[config.mk]
export PLATFORM = sky130hd
export DESIGN_NAME = core_top
export DESIGN_NICKNAME = d
export VERILOG_FILES = /design/src/core_pkg.sv /design/src/core_top.sv /design/src/core_ctrl.sv /design/src/csr_file.sv /design/src/instr_decoder.sv /design/src/reg_file.sv
export SDC_FILE = /design/constraint.sdc
export NUM_CORES = 2
export LEC_CHECK = 0
export ABC_CLOCK_PERIOD_IN_PS = 6100
export BUFFER_PORTS_ARGS = -buffer_cell sky130_fd_sc_hd__buf_2
export CAP_MARGIN = 40
export CORE_ASPECT_RATIO = 0.8
export CORE_MARGIN = 2
export CORE_UTILIZATION = 30
export DETAILED_ROUTE_END_ITERATION = 6
export GPL_TIMING_DRIVEN = 1
export SLEW_MARGIN = 20
export SYNTH_ARGS = -nofsm -noshare
export SYNTH_HDL_FRONTEND = slang
export SYNTH_HIERARCHICAL = 1
export SYNTH_SLANG_ARGS = --single-unit
[constraint.sdc]
create_clock -name clk -period 6.1 [get_ports clk]
set_input_delay 0.915 -clock clk [delete_from_list [all_inputs] [get_ports clk]]
set_output_delay 0.915 -clock clk [all_outputs]
set_load 0.02 [all_outputs]
[src/core_pkg.sv]
package core_pkg;

   ////////////////////////////////////////////////////////////////////////////
   // widths
   ////////////////////////////////////////////////////////////////////////////
   typedef logic [31:0] word_t;
   typedef logic [4:0]  reg_addr_t;
   typedef logic [11:0] csr_addr_t;

   // instruction classes the core knows how to run
   typedef enum logic [2:0] {
      alu_imm,
      alu_reg,
      store,
      csr,
      ecall,
      mret,
      illegal
   } instr_kind_e;

   // encoding matches funct3[1:0] of the csr instructions
   typedef enum logic [1:0] {
      csr_none = 2'd0,
      csr_rw   = 2'd1,
      csr_rs   = 2'd2,
      csr_rc   = 2'd3
   } csr_op_e;

   typedef enum logic [2:0] {
      s_init,
      s_fetch,
      s_decode,
      s_exec,
      s_exec_csr,
      s_mem,
      s_write,
      s_trap
   } ctrl_state_e;

   localparam word_t reset_pc = 32'h0000_1000;

   // major opcodes
   localparam logic [6:0] opc_op_imm = 7'b0010011;
   localparam logic [6:0] opc_op     = 7'b0110011;
   localparam logic [6:0] opc_store  = 7'b0100011;
   localparam logic [6:0] opc_system = 7'b1110011;

   // system words with no operands
   localparam word_t instr_ecall = 32'h0000_0073;
   localparam word_t instr_mret  = 32'h3020_0073;

   ////////////////////////////////////////////////////////////////////////////
   // machine csrs
   ////////////////////////////////////////////////////////////////////////////
   localparam csr_addr_t csr_mstatus  = 12'h300;
   localparam csr_addr_t csr_misa     = 12'h301;
   localparam csr_addr_t csr_mie      = 12'h304;
   localparam csr_addr_t csr_mtvec    = 12'h305;
   localparam csr_addr_t csr_mscratch = 12'h340;
   localparam csr_addr_t csr_mepc     = 12'h341;
   localparam csr_addr_t csr_mcause   = 12'h342;
   localparam csr_addr_t csr_mtval    = 12'h343;
   localparam csr_addr_t csr_mip      = 12'h344;
   localparam csr_addr_t csr_mhartid  = 12'hf14;

   localparam word_t cause_illegal   = 32'd2;
   localparam word_t cause_ecall_m   = 32'd11;
   localparam word_t cause_int_timer = 32'h8000_0007;
   localparam word_t cause_int_ext   = 32'h8000_000b;

   localparam logic [4:0] mstatus_mie_bit  = 5'd3;
   localparam logic [4:0] mstatus_mpie_bit = 5'd7;
   localparam logic [4:0] mip_mtip_bit     = 5'd7;
   localparam logic [4:0] mip_meip_bit     = 5'd11;

   // mxl = 1 (32 bit), extension i only
   localparam word_t misa_value = 32'h4000_0100;

endpackage
[src/core_top.sv]
`timescale 1ns/10ps

module core_top (
   input  logic            clk,
   input  logic            rstn,
   output logic            fetch_req,
   output core_pkg::word_t fetch_addr,
   input  logic            fetch_valid,
   input  core_pkg::word_t fetch_data,
   output logic            mem_req,
   output core_pkg::word_t mem_addr,
   output core_pkg::word_t mem_wdata,
   input  logic            mem_ack,
   input  logic            ext_intr,
   input  logic            timer_intr
);
   import core_pkg::*;

   // decoded instruction
   instr_kind_e kind;
   reg_addr_t   rd;
   reg_addr_t   rs1_addr;
   reg_addr_t   rs2_addr;
   word_t       imm;
   csr_addr_t   csr_addr;
   csr_op_e     csr_op;
   logic        csr_use_imm;
   logic        csr_write;
   word_t       instr_word;

   // address of the instruction in flight, kept for debug probing
   word_t       pc_of_instr;

   word_t       rs1_data;
   word_t       rs2_data;
   logic        reg_we;
   reg_addr_t   reg_waddr;
   word_t       reg_wdata;

   // csr and trap traffic
   logic        csr_en;
   word_t       csr_rdata;
   logic        csr_valid;
   logic        trap_take;
   word_t       trap_cause;
   word_t       trap_tval;
   word_t       trap_epc;
   logic        mret_take;
   word_t       mtvec_base;
   word_t       mepc_value;
   logic        irq_pending;
   word_t       irq_cause;

   core_ctrl     core_ctrl_i     (.*);
   instr_decoder instr_decoder_i (.*);
   reg_file      reg_file_i      (.*);
   csr_file      csr_file_i      (.*);

endmodule

[src/core_ctrl.sv]
`timescale 1ns/10ps

module core_ctrl (
   input  logic                  clk,
   input  logic                  rstn,
   output logic                  fetch_req,
   output core_pkg::word_t       fetch_addr,
   input  logic                  fetch_valid,
   output logic                  mem_req,
   output core_pkg::word_t       mem_addr,
   output core_pkg::word_t       mem_wdata,
   input  logic                  mem_ack,
   input  core_pkg::instr_kind_e kind,
   input  core_pkg::reg_addr_t   rd,
   input  core_pkg::word_t       imm,
   input  core_pkg::word_t       instr_word,
   output core_pkg::word_t       pc_of_instr,
   input  core_pkg::word_t       rs1_data,
   input  core_pkg::word_t       rs2_data,
   output logic                  reg_we,
   output core_pkg::reg_addr_t   reg_waddr,
   output core_pkg::word_t       reg_wdata,
   output logic                  csr_en,
   input  core_pkg::word_t       csr_rdata,
   input  logic                  csr_valid,
   output logic                  trap_take,
   output core_pkg::word_t       trap_cause,
   output core_pkg::word_t       trap_tval,
   output core_pkg::word_t       trap_epc,
   output logic                  mret_take,
   input  core_pkg::word_t       mtvec_base,
   input  core_pkg::word_t       mepc_value,
   input  logic                  irq_pending,
   input  core_pkg::word_t       irq_cause
);
   import core_pkg::*;

   ctrl_state_e state;
   word_t       pc;
   word_t       alu_b;
   word_t       alu_sum;
   word_t       exc_cause;
   word_t       exc_tval;
   word_t       irq_cause_q;
   logic        irq_hit;
   logic        mret_pend;

   // one adder serves add, addi and the store address
   assign alu_b   = (kind == alu_reg) ? rs2_data : imm;
   assign alu_sum = rs1_data + alu_b;

   assign fetch_addr  = pc;
   assign pc_of_instr = pc;

   // rd is written at the end of the execute cycle itself
   assign reg_we    = (state == s_exec && (kind == alu_imm || kind == alu_reg)) ||
                      (state == s_exec_csr && csr_valid);
   assign reg_waddr = rd;
   assign reg_wdata = (state == s_exec_csr) ? csr_rdata : alu_sum;

   // interrupt cause wins over whatever the instruction raised
   assign trap_take  = (state == s_trap) && !mret_pend;
   assign mret_take  = (state == s_trap) && mret_pend;
   assign trap_cause = irq_hit ? irq_cause_q : exc_cause;
   assign trap_tval  = irq_hit ? '0 : exc_tval;
   assign trap_epc   = pc;

   ////////////////////////////////////////////////////////////////////////////
   // main sequence
   ////////////////////////////////////////////////////////////////////////////
   always_ff @(posedge clk) begin
      if (rstn) begin
         state     <= s_init;
         pc        <= reset_pc;
         fetch_req <= 1'b0;
         mem_req   <= 1'b0;
         csr_en    <= 1'b0;
         irq_hit   <= 1'b0;
         mret_pend <= 1'b0;
      end else begin
         fetch_req <= 1'b0;
         mem_req   <= 1'b0;
         csr_en    <= 1'b0;
         case (state)
            s_init: begin
               state     <= s_fetch;
               fetch_req <= 1'b1;
            end
            s_fetch: begin
               if (fetch_valid) begin
                  state <= s_decode;
               end
            end
            s_decode: begin
               case (kind)
                  csr: begin
                     state  <= s_exec_csr;
                     csr_en <= 1'b1;
                  end
                  illegal: state <= s_trap;
                  default: state <= s_exec;
               endcase
            end
            s_exec: begin
               case (kind)
                  store: begin
                     state   <= s_mem;
                     mem_req <= 1'b1;
                  end
                  ecall:   state <= s_trap;
                  mret: begin
                     state     <= s_trap;
                     mret_pend <= 1'b1;
                  end
                  default: state <= s_write;
               endcase
            end
            // unknown csr address ends up as an illegal instruction
            s_exec_csr: state <= csr_valid ? s_write : s_trap;
            s_mem: begin
               if (mem_ack) begin
                  state <= s_write;
               end
            end
            s_write: begin
               pc <= pc + 32'd4;
               if (irq_pending) begin
                  state   <= s_trap;
                  irq_hit <= 1'b1;
               end else begin
                  state     <= s_fetch;
                  fetch_req <= 1'b1;
               end
            end
            s_trap: begin
               pc        <= mret_pend ? mepc_value : mtvec_base;
               irq_hit   <= 1'b0;
               mret_pend <= 1'b0;
               state     <= s_fetch;
               fetch_req <= 1'b1;
            end
            default: state <= s_init;
         endcase
      end
   end

   always_ff @(posedge clk) begin
      if (state == s_decode) begin
         exc_cause <= (kind == ecall) ? cause_ecall_m : cause_illegal;
         exc_tval  <= (kind == ecall) ? '0 : instr_word;
      end
      if (state == s_exec && kind == store) begin
         mem_addr  <= alu_sum;
         mem_wdata <= rs2_data;
      end
      // freeze the cause seen at the end of write
      if (state == s_write) begin
         irq_cause_q <= irq_cause;
      end
   end

   // one fetch outstanding at a time
   assert property (@(posedge clk) disable iff (rstn) fetch_req |=> !fetch_req);
   assert property (@(posedge clk) disable iff (rstn) mem_req |-> state == s_mem);

endmodule

[src/csr_file.sv]
`timescale 1ns/10ps

module csr_file (
   input  logic                clk,
   input  logic                rstn,
   input  logic                csr_en,
   input  core_pkg::csr_addr_t csr_addr,
   input  core_pkg::csr_op_e   csr_op,
   input  logic                csr_use_imm,
   input  logic                csr_write,
   input  core_pkg::word_t     rs1_data,
   input  core_pkg::reg_addr_t rs1_addr,
   output core_pkg::word_t     csr_rdata,
   output logic                csr_valid,
   input  logic                trap_take,
   input  core_pkg::word_t     trap_cause,
   input  core_pkg::word_t     trap_tval,
   input  core_pkg::word_t     trap_epc,
   input  logic                mret_take,
   input  logic                ext_intr,
   input  logic                timer_intr,
   output core_pkg::word_t     mtvec_base,
   output core_pkg::word_t     mepc_value,
   output logic                irq_pending,
   output core_pkg::word_t     irq_cause
);
   import core_pkg::*;

   logic  st_mie;
   logic  st_mpie;
   logic  mie_meie;
   logic  mie_mtie;
   word_t mtvec_q;
   word_t mscratch_q;
   word_t mepc_q;
   word_t mcause_q;
   word_t mtval_q;
   word_t mstatus_w;
   word_t mie_w;
   word_t mip_w;
   word_t operand;
   word_t wdata;
   logic  do_write;
   logic  ext_hit;
   logic  tmr_hit;

   // only the implemented bits exist, the rest read as zero
   always_comb begin
      mstatus_w = '0;
      mstatus_w[mstatus_mie_bit]  = st_mie;
      mstatus_w[mstatus_mpie_bit] = st_mpie;
      mie_w = '0;
      mie_w[mip_meip_bit] = mie_meie;
      mie_w[mip_mtip_bit] = mie_mtie;
      mip_w = '0;
      mip_w[mip_meip_bit] = ext_intr;
      mip_w[mip_mtip_bit] = timer_intr;
   end

   always_comb begin
      csr_valid = 1'b1;
      case (csr_addr)
         csr_mstatus:  csr_rdata = mstatus_w;
         csr_misa:     csr_rdata = misa_value;
         csr_mie:      csr_rdata = mie_w;
         csr_mtvec:    csr_rdata = mtvec_q;
         csr_mscratch: csr_rdata = mscratch_q;
         csr_mepc:     csr_rdata = mepc_q;
         csr_mcause:   csr_rdata = mcause_q;
         csr_mtval:    csr_rdata = mtval_q;
         csr_mip:      csr_rdata = mip_w;
         csr_mhartid:  csr_rdata = '0;
         default: begin
            csr_rdata = '0;
            csr_valid = 1'b0;
         end
      endcase
   end

   ////////////////////////////////////////////////////////////////////////////
   // read-modify-write
   ////////////////////////////////////////////////////////////////////////////
   assign operand = csr_use_imm ? {27'b0, rs1_addr} : rs1_data;

   always_comb begin
      case (csr_op)
         csr_rw:  wdata = operand;
         csr_rs:  wdata = csr_rdata | operand;
         csr_rc:  wdata = csr_rdata & ~operand;
         default: wdata = csr_rdata;
      endcase
   end

   assign do_write = csr_en && csr_valid && csr_write;

   // misa, mip and mhartid ignore writes
   always_ff @(posedge clk) begin
      if (rstn) begin
         st_mie   <= 1'b0;
         st_mpie  <= 1'b0;
         mie_meie <= 1'b0;
         mie_mtie <= 1'b0;
         mtvec_q  <= '0;
         mcause_q <= '0;
      end else if (trap_take) begin
         st_mpie  <= st_mie;
         st_mie   <= 1'b0;
         mcause_q <= trap_cause;
      end else if (mret_take) begin
         st_mie  <= st_mpie;
         st_mpie <= 1'b1;
      end else if (do_write) begin
         case (csr_addr)
            csr_mstatus: begin
               st_mie  <= wdata[mstatus_mie_bit];
               st_mpie <= wdata[mstatus_mpie_bit];
            end
            csr_mie: begin
               mie_meie <= wdata[mip_meip_bit];
               mie_mtie <= wdata[mip_mtip_bit];
            end
            // direct mode only
            csr_mtvec:  mtvec_q  <= {wdata[31:2], 2'b00};
            csr_mcause: mcause_q <= wdata;
            default: ;
         endcase
      end
   end

   always_ff @(posedge clk) begin
      if (trap_take) begin
         mepc_q  <= trap_epc;
         mtval_q <= trap_tval;
      end else if (do_write) begin
         case (csr_addr)
            csr_mscratch: mscratch_q <= wdata;
            csr_mepc:     mepc_q     <= {wdata[31:2], 2'b00};
            csr_mtval:    mtval_q    <= wdata;
            default: ;
         endcase
      end
   end

   // external before timer
   assign ext_hit     = mip_w[mip_meip_bit] && mie_meie;
   assign tmr_hit     = mip_w[mip_mtip_bit] && mie_mtie;
   assign irq_pending = st_mie && (ext_hit || tmr_hit);
   assign irq_cause   = ext_hit ? cause_int_ext : cause_int_timer;

   assign mtvec_base = mtvec_q;
   assign mepc_value = mepc_q;

   // controller issues trap entry and mret from different instructions
   assert property (@(posedge clk) disable iff (rstn) !(trap_take && mret_take));

endmodule

[src/instr_decoder.sv]
`timescale 1ns/10ps

module instr_decoder (
   input  logic                  clk,
   input  logic                  rstn,
   input  logic                  fetch_valid,
   input  core_pkg::word_t       fetch_data,
   output core_pkg::instr_kind_e kind,
   output core_pkg::reg_addr_t   rd,
   output core_pkg::reg_addr_t   rs1_addr,
   output core_pkg::reg_addr_t   rs2_addr,
   output core_pkg::word_t       imm,
   output core_pkg::csr_addr_t   csr_addr,
   output core_pkg::csr_op_e     csr_op,
   output logic                  csr_use_imm,
   output logic                  csr_write,
   output core_pkg::word_t       instr_word
);
   import core_pkg::*;

   logic [6:0]  opcode;
   logic [2:0]  funct3;
   logic [6:0]  funct7;
   instr_kind_e kind_d;
   csr_op_e     op_d;

   assign opcode = fetch_data[6:0];
   assign funct3 = fetch_data[14:12];
   assign funct7 = fetch_data[31:25];

   // anything not matched here, the zero word included, stays illegal
   always_comb begin
      kind_d = illegal;
      op_d   = csr_none;
      case (opcode)
         opc_op_imm: if (funct3 == 3'b000) kind_d = alu_imm;
         opc_op:     if (funct3 == 3'b000 && funct7 == 7'b0) kind_d = alu_reg;
         opc_store:  if (funct3 == 3'b010) kind_d = store;
         opc_system: begin
            if (funct3 == 3'b000) begin
               if (fetch_data == instr_ecall) begin
                  kind_d = ecall;
               end else if (fetch_data == instr_mret) begin
                  kind_d = mret;
               end
            end else if (funct3[1:0] != 2'b00) begin
               kind_d = csr;
               op_d   = csr_op_e'(funct3[1:0]);
            end
         end
         default: kind_d = illegal;
      endcase
   end

   always_ff @(posedge clk) begin
      if (rstn) begin
         kind      <= illegal;
         csr_op    <= csr_none;
         csr_write <= 1'b0;
      end else if (fetch_valid) begin
         kind      <= kind_d;
         csr_op    <= op_d;
         // set and clear with rs1 = x0 only read
         csr_write <= (kind_d == csr) && (op_d == csr_rw || fetch_data[19:15] != '0);
      end
   end

   always_ff @(posedge clk) begin
      if (fetch_valid) begin
         instr_word  <= fetch_data;
         rd          <= fetch_data[11:7];
         rs1_addr    <= fetch_data[19:15];
         rs2_addr    <= fetch_data[24:20];
         csr_addr    <= fetch_data[31:20];
         csr_use_imm <= funct3[2];
         if (opcode == opc_store) begin
            imm <= {{20{fetch_data[31]}}, fetch_data[31:25], fetch_data[11:7]};
         end else begin
            imm <= {{20{fetch_data[31]}}, fetch_data[31:20]};
         end
      end
   end

endmodule

[src/reg_file.sv]
`timescale 1ns/10ps

module reg_file (
   input  logic                clk,
   input  core_pkg::reg_addr_t rs1_addr,
   input  core_pkg::reg_addr_t rs2_addr,
   output core_pkg::word_t     rs1_data,
   output core_pkg::word_t     rs2_data,
   input  logic                reg_we,
   input  core_pkg::reg_addr_t reg_waddr,
   input  core_pkg::word_t     reg_wdata
);
   import core_pkg::*;

   // x0 has no storage
   word_t regs [1:31];

   always_ff @(posedge clk) begin
      if (reg_we && reg_waddr != '0) begin
         regs[reg_waddr] <= reg_wdata;
      end
   end

   assign rs1_data = (rs1_addr == '0) ? '0 : regs[rs1_addr];
   assign rs2_data = (rs2_addr == '0) ? '0 : regs[rs2_addr];

endmodule

==> impl_metrics.tcl <==
set metrics [dict create \
    outcome "completed" \
    cts_sinks 1366 \
    cts_root_buffer "clkbuf_16" \
    cp.buffers_inverters 4 \
    crit_path_end_kind "flop" \
    slew_viol_final 0 \
    antenna_left 0 \
    die_w_um 538 \
    ctsHoldBuffers 0 \
    rr_worst_depth 18 \
    setup_tns_ns 0 \
    cts_htree_levels 4 \
    gr-usage-met3 0.0543 \
    track_usage 0.204 \
    clk_path_buf_depth 3 \
    grt_start_max_net_pins 67 \
    stdcell_count 8042 \
    min_path_type "in2reg" \
    layout-drive-gt1-share 0.244 \
    max_stage_delay_ns 0.66 \
    clkTransAtPathRegs_ns 0.06 \
    portBuffers 135 \
    fin_crit_ns 5.73 \
    wl_per_cell_um 30.2 \
    worstHoldStart "fetch_data[1]" \
    die_h_um 431 \
    die-area_mm2 0.232 \
    globalplace.congestion 0.932 \
    dp_cells 7794 \
    dp_hpwl_um 157000 \
    holdPathStages 1 \
    grt-ovfl-total 0 \
    syn_to_final_growth_pct 14.6 \
    io_pins 136 \
    nets 5007 \
    arrival_ns 6.25 \
    ir_worst_vdd_v 0.000322 \
    initial_core_util 0.302 \
    cap_violations 0 \
    core_mm2 0.226 \
    start_kind "flop" \
    drt-total-wl_um 243000 \
    setup_violations 0 \
    post-cts-setup-buffers 0 \
    critPathKind "reg2reg" \
    path_max_fanout 31 \
    dpl_cell_area_mm2 0.0739 \
    cts_tree "done" \
    reg2reg_from "instr_decoder_i/rs2_addr[1]" \
    critPathRequiredTime_ns 6.63 \
    yosysWarningCount 6 \
    hold_violations 0 \
    viasPerCell 5.88 \
    period_share 0.939 \
    power_density_mw_per_mm2 328 \
    fin_area_mm2 0.0783 \
    grt_pass1_wl_um 340000 \
    rsz0062_at_grt "false" \
    final_cell_mix "edfxtp_1 (1254), mux2i_1 (371), mux4_2 (342)" \
    antenna_found_initial 13 \
    cp_common_cell "buf_12" \
    slowest_stage "edfxtp_1" \
    synthCells 4798 \
    syn-cell-area_mm2 0.0684 \
    hold-path-endpoint "instr_decoder_i/instr_word[1]" \
    clk_latency_ns 0.81 \
    avgSynthCellArea_um2 14.2 \
    register_area_mm2 0.0399 \
    timing.slew.headroom 0.340 \
    layout_commonest_cell "edfxtp_1" \
    use_met2 0.285 \
    p_leak_nw 26.3 \
    r2r_setup_slack_ns 0.37 \
    r2r-end "reg_file_i/regs[26][27]" \
    drtIter0Drc 7508 \
    fp-row-count 156 \
    fin_skew_ns 0.0446 \
    fill_cells 21500 \
    cts_inserted_buffers 136 \
    cp_cell_sequence "buf_12 -> buf_12 -> mux4_2 -> and2_1 -> o21ai_1 -> nand4_1 -> mux2_2 -> ha_1 -> a21oi_1 -> o21bai_1 -> a21o_1 -> a21oi_1 -> nor2_1 -> a2111oi_4 -> xnor2_1 -> buf_4 -> mux2_2 -> buf_12" \
    top_usage_layer "met1" \
    grt.met1_usage 0.302 \
    drc 0 \
    num_vias 47300 \
    multi_input_area_mm2 0.0260 \
    dr.pass1.iters 7 \
    critPathTopFamily "compound AO/OA/AOI/OAI gates" \
    ctsResizeCount 0 \
    grt_pass1_vias 44900 \
    worst_slew_pin_slew_ns 0.991 \
    fmax_mhz 175 \
]
[power by group]
group	switching (mW)	internal, mW
Clock	3.76	4.86
Sequential	0.119	11.7
Combinational	3.60	1.65
[worst reg2reg max path: stages, from the launching register on]
cell and delay, ns:
edfxtp_1 0.66, buf_12 0.32, buf_12 0.29, mux4_2 0.41
and2_1 0.16, o21ai_1 0.20, nand4_1 0.41, mux2_2 0.44
ha_1 0.35, a21oi_1 0.24, o21bai_1 0.10, a21o_1 0.20
a21oi_1 0.18, nor2_1 0.09, a2111oi_4 0.56, xnor2_1 0.19
buf_4 0.17, mux2_2 0.28, buf_12 0.16
[final cells by class]
type	count	share of cell area
sequential	1366	0.509
multi-input combinational	2907	0.332
timing repair buffer	428	0.0500
tap	3002	0.0480
clock buffer	170	0.0467
clock inverter	72	0.00982
inverter	94	0.00450
antenna	3	0.0000958
[state kept, by name (all words and copies together), names as in the netlist, 2 cells and up]
signal	count
csr_file_i/mtvec_base	30
instr_decoder_i/kind	3
core_ctrl_i/mem_wdata	32
csr_file_i/mcause_q	32
instr_decoder_i/imm	12
instr_decoder_i/rs1_addr	4
instr_decoder_i/rs2_addr	4
instr_decoder_i/instr_word	12
csr_file_i/mtval_q	32
core_ctrl_i/state	3
instr_decoder_i/csr_op	2
instr_decoder_i/rd	4
core_ctrl_i/exc_tval	32
core_ctrl_i/irq_cause_q	32
csr_file_i/mepc_value	32
reg_file_i/regs	992
core_ctrl_i/fetch_addr	32
core_ctrl_i/mem_addr	32
csr_file_i/mscratch_q	32
[stage by stage]
stage               utilization  power, mW  worst slack [ns]  hold slack (ns)
global route              0.346       26.5             0.243            0.264
global placement          0.326       17.1             0.534            0.458
floorplan                     -       14.8             0.201            0.440
CTS                       0.346       25.7             0.531            0.253
finish                    0.346       25.7             0.370            0.298
detailed placement        0.326       17.2             0.567            0.471
[per-layer routing]
| metal | vias to the layer above | wire length (um) |
|---|---|---|
| met5 | - | 42 |
| met4 | 6 | 8820 |
| met3 | 463 | 31600 |
| met2 | 3270 | 101000 |
| met1 | 24400 | 101000 |
| li1 | 19100 | - |
[how the worst max path moves through the flow]
stage	depth (start not counted)	slack, ns	endpoint	from
2_1_floorplan	4	0.20	core_ctrl_i/mem_addr[0]	core_ctrl_i/state[0]
3_3_place_gp	18	0.53	reg_file_i/regs[10][27]	instr_decoder_i/rs2_addr[1]
3_5_place_dp	18	0.57	reg_file_i/regs[15][27]	instr_decoder_i/rs2_addr[1]
4_1_cts	18	0.53	reg_file_i/regs[22][27]	instr_decoder_i/rs2_addr[1]
5_1_grt	18	0.24	reg_file_i/regs[18][29]	instr_decoder_i/rs2_addr[0]
6_report	18	0.37	reg_file_i/regs[26][27]	instr_decoder_i/rs2_addr[1]
(Power assumes the default switching activity.)
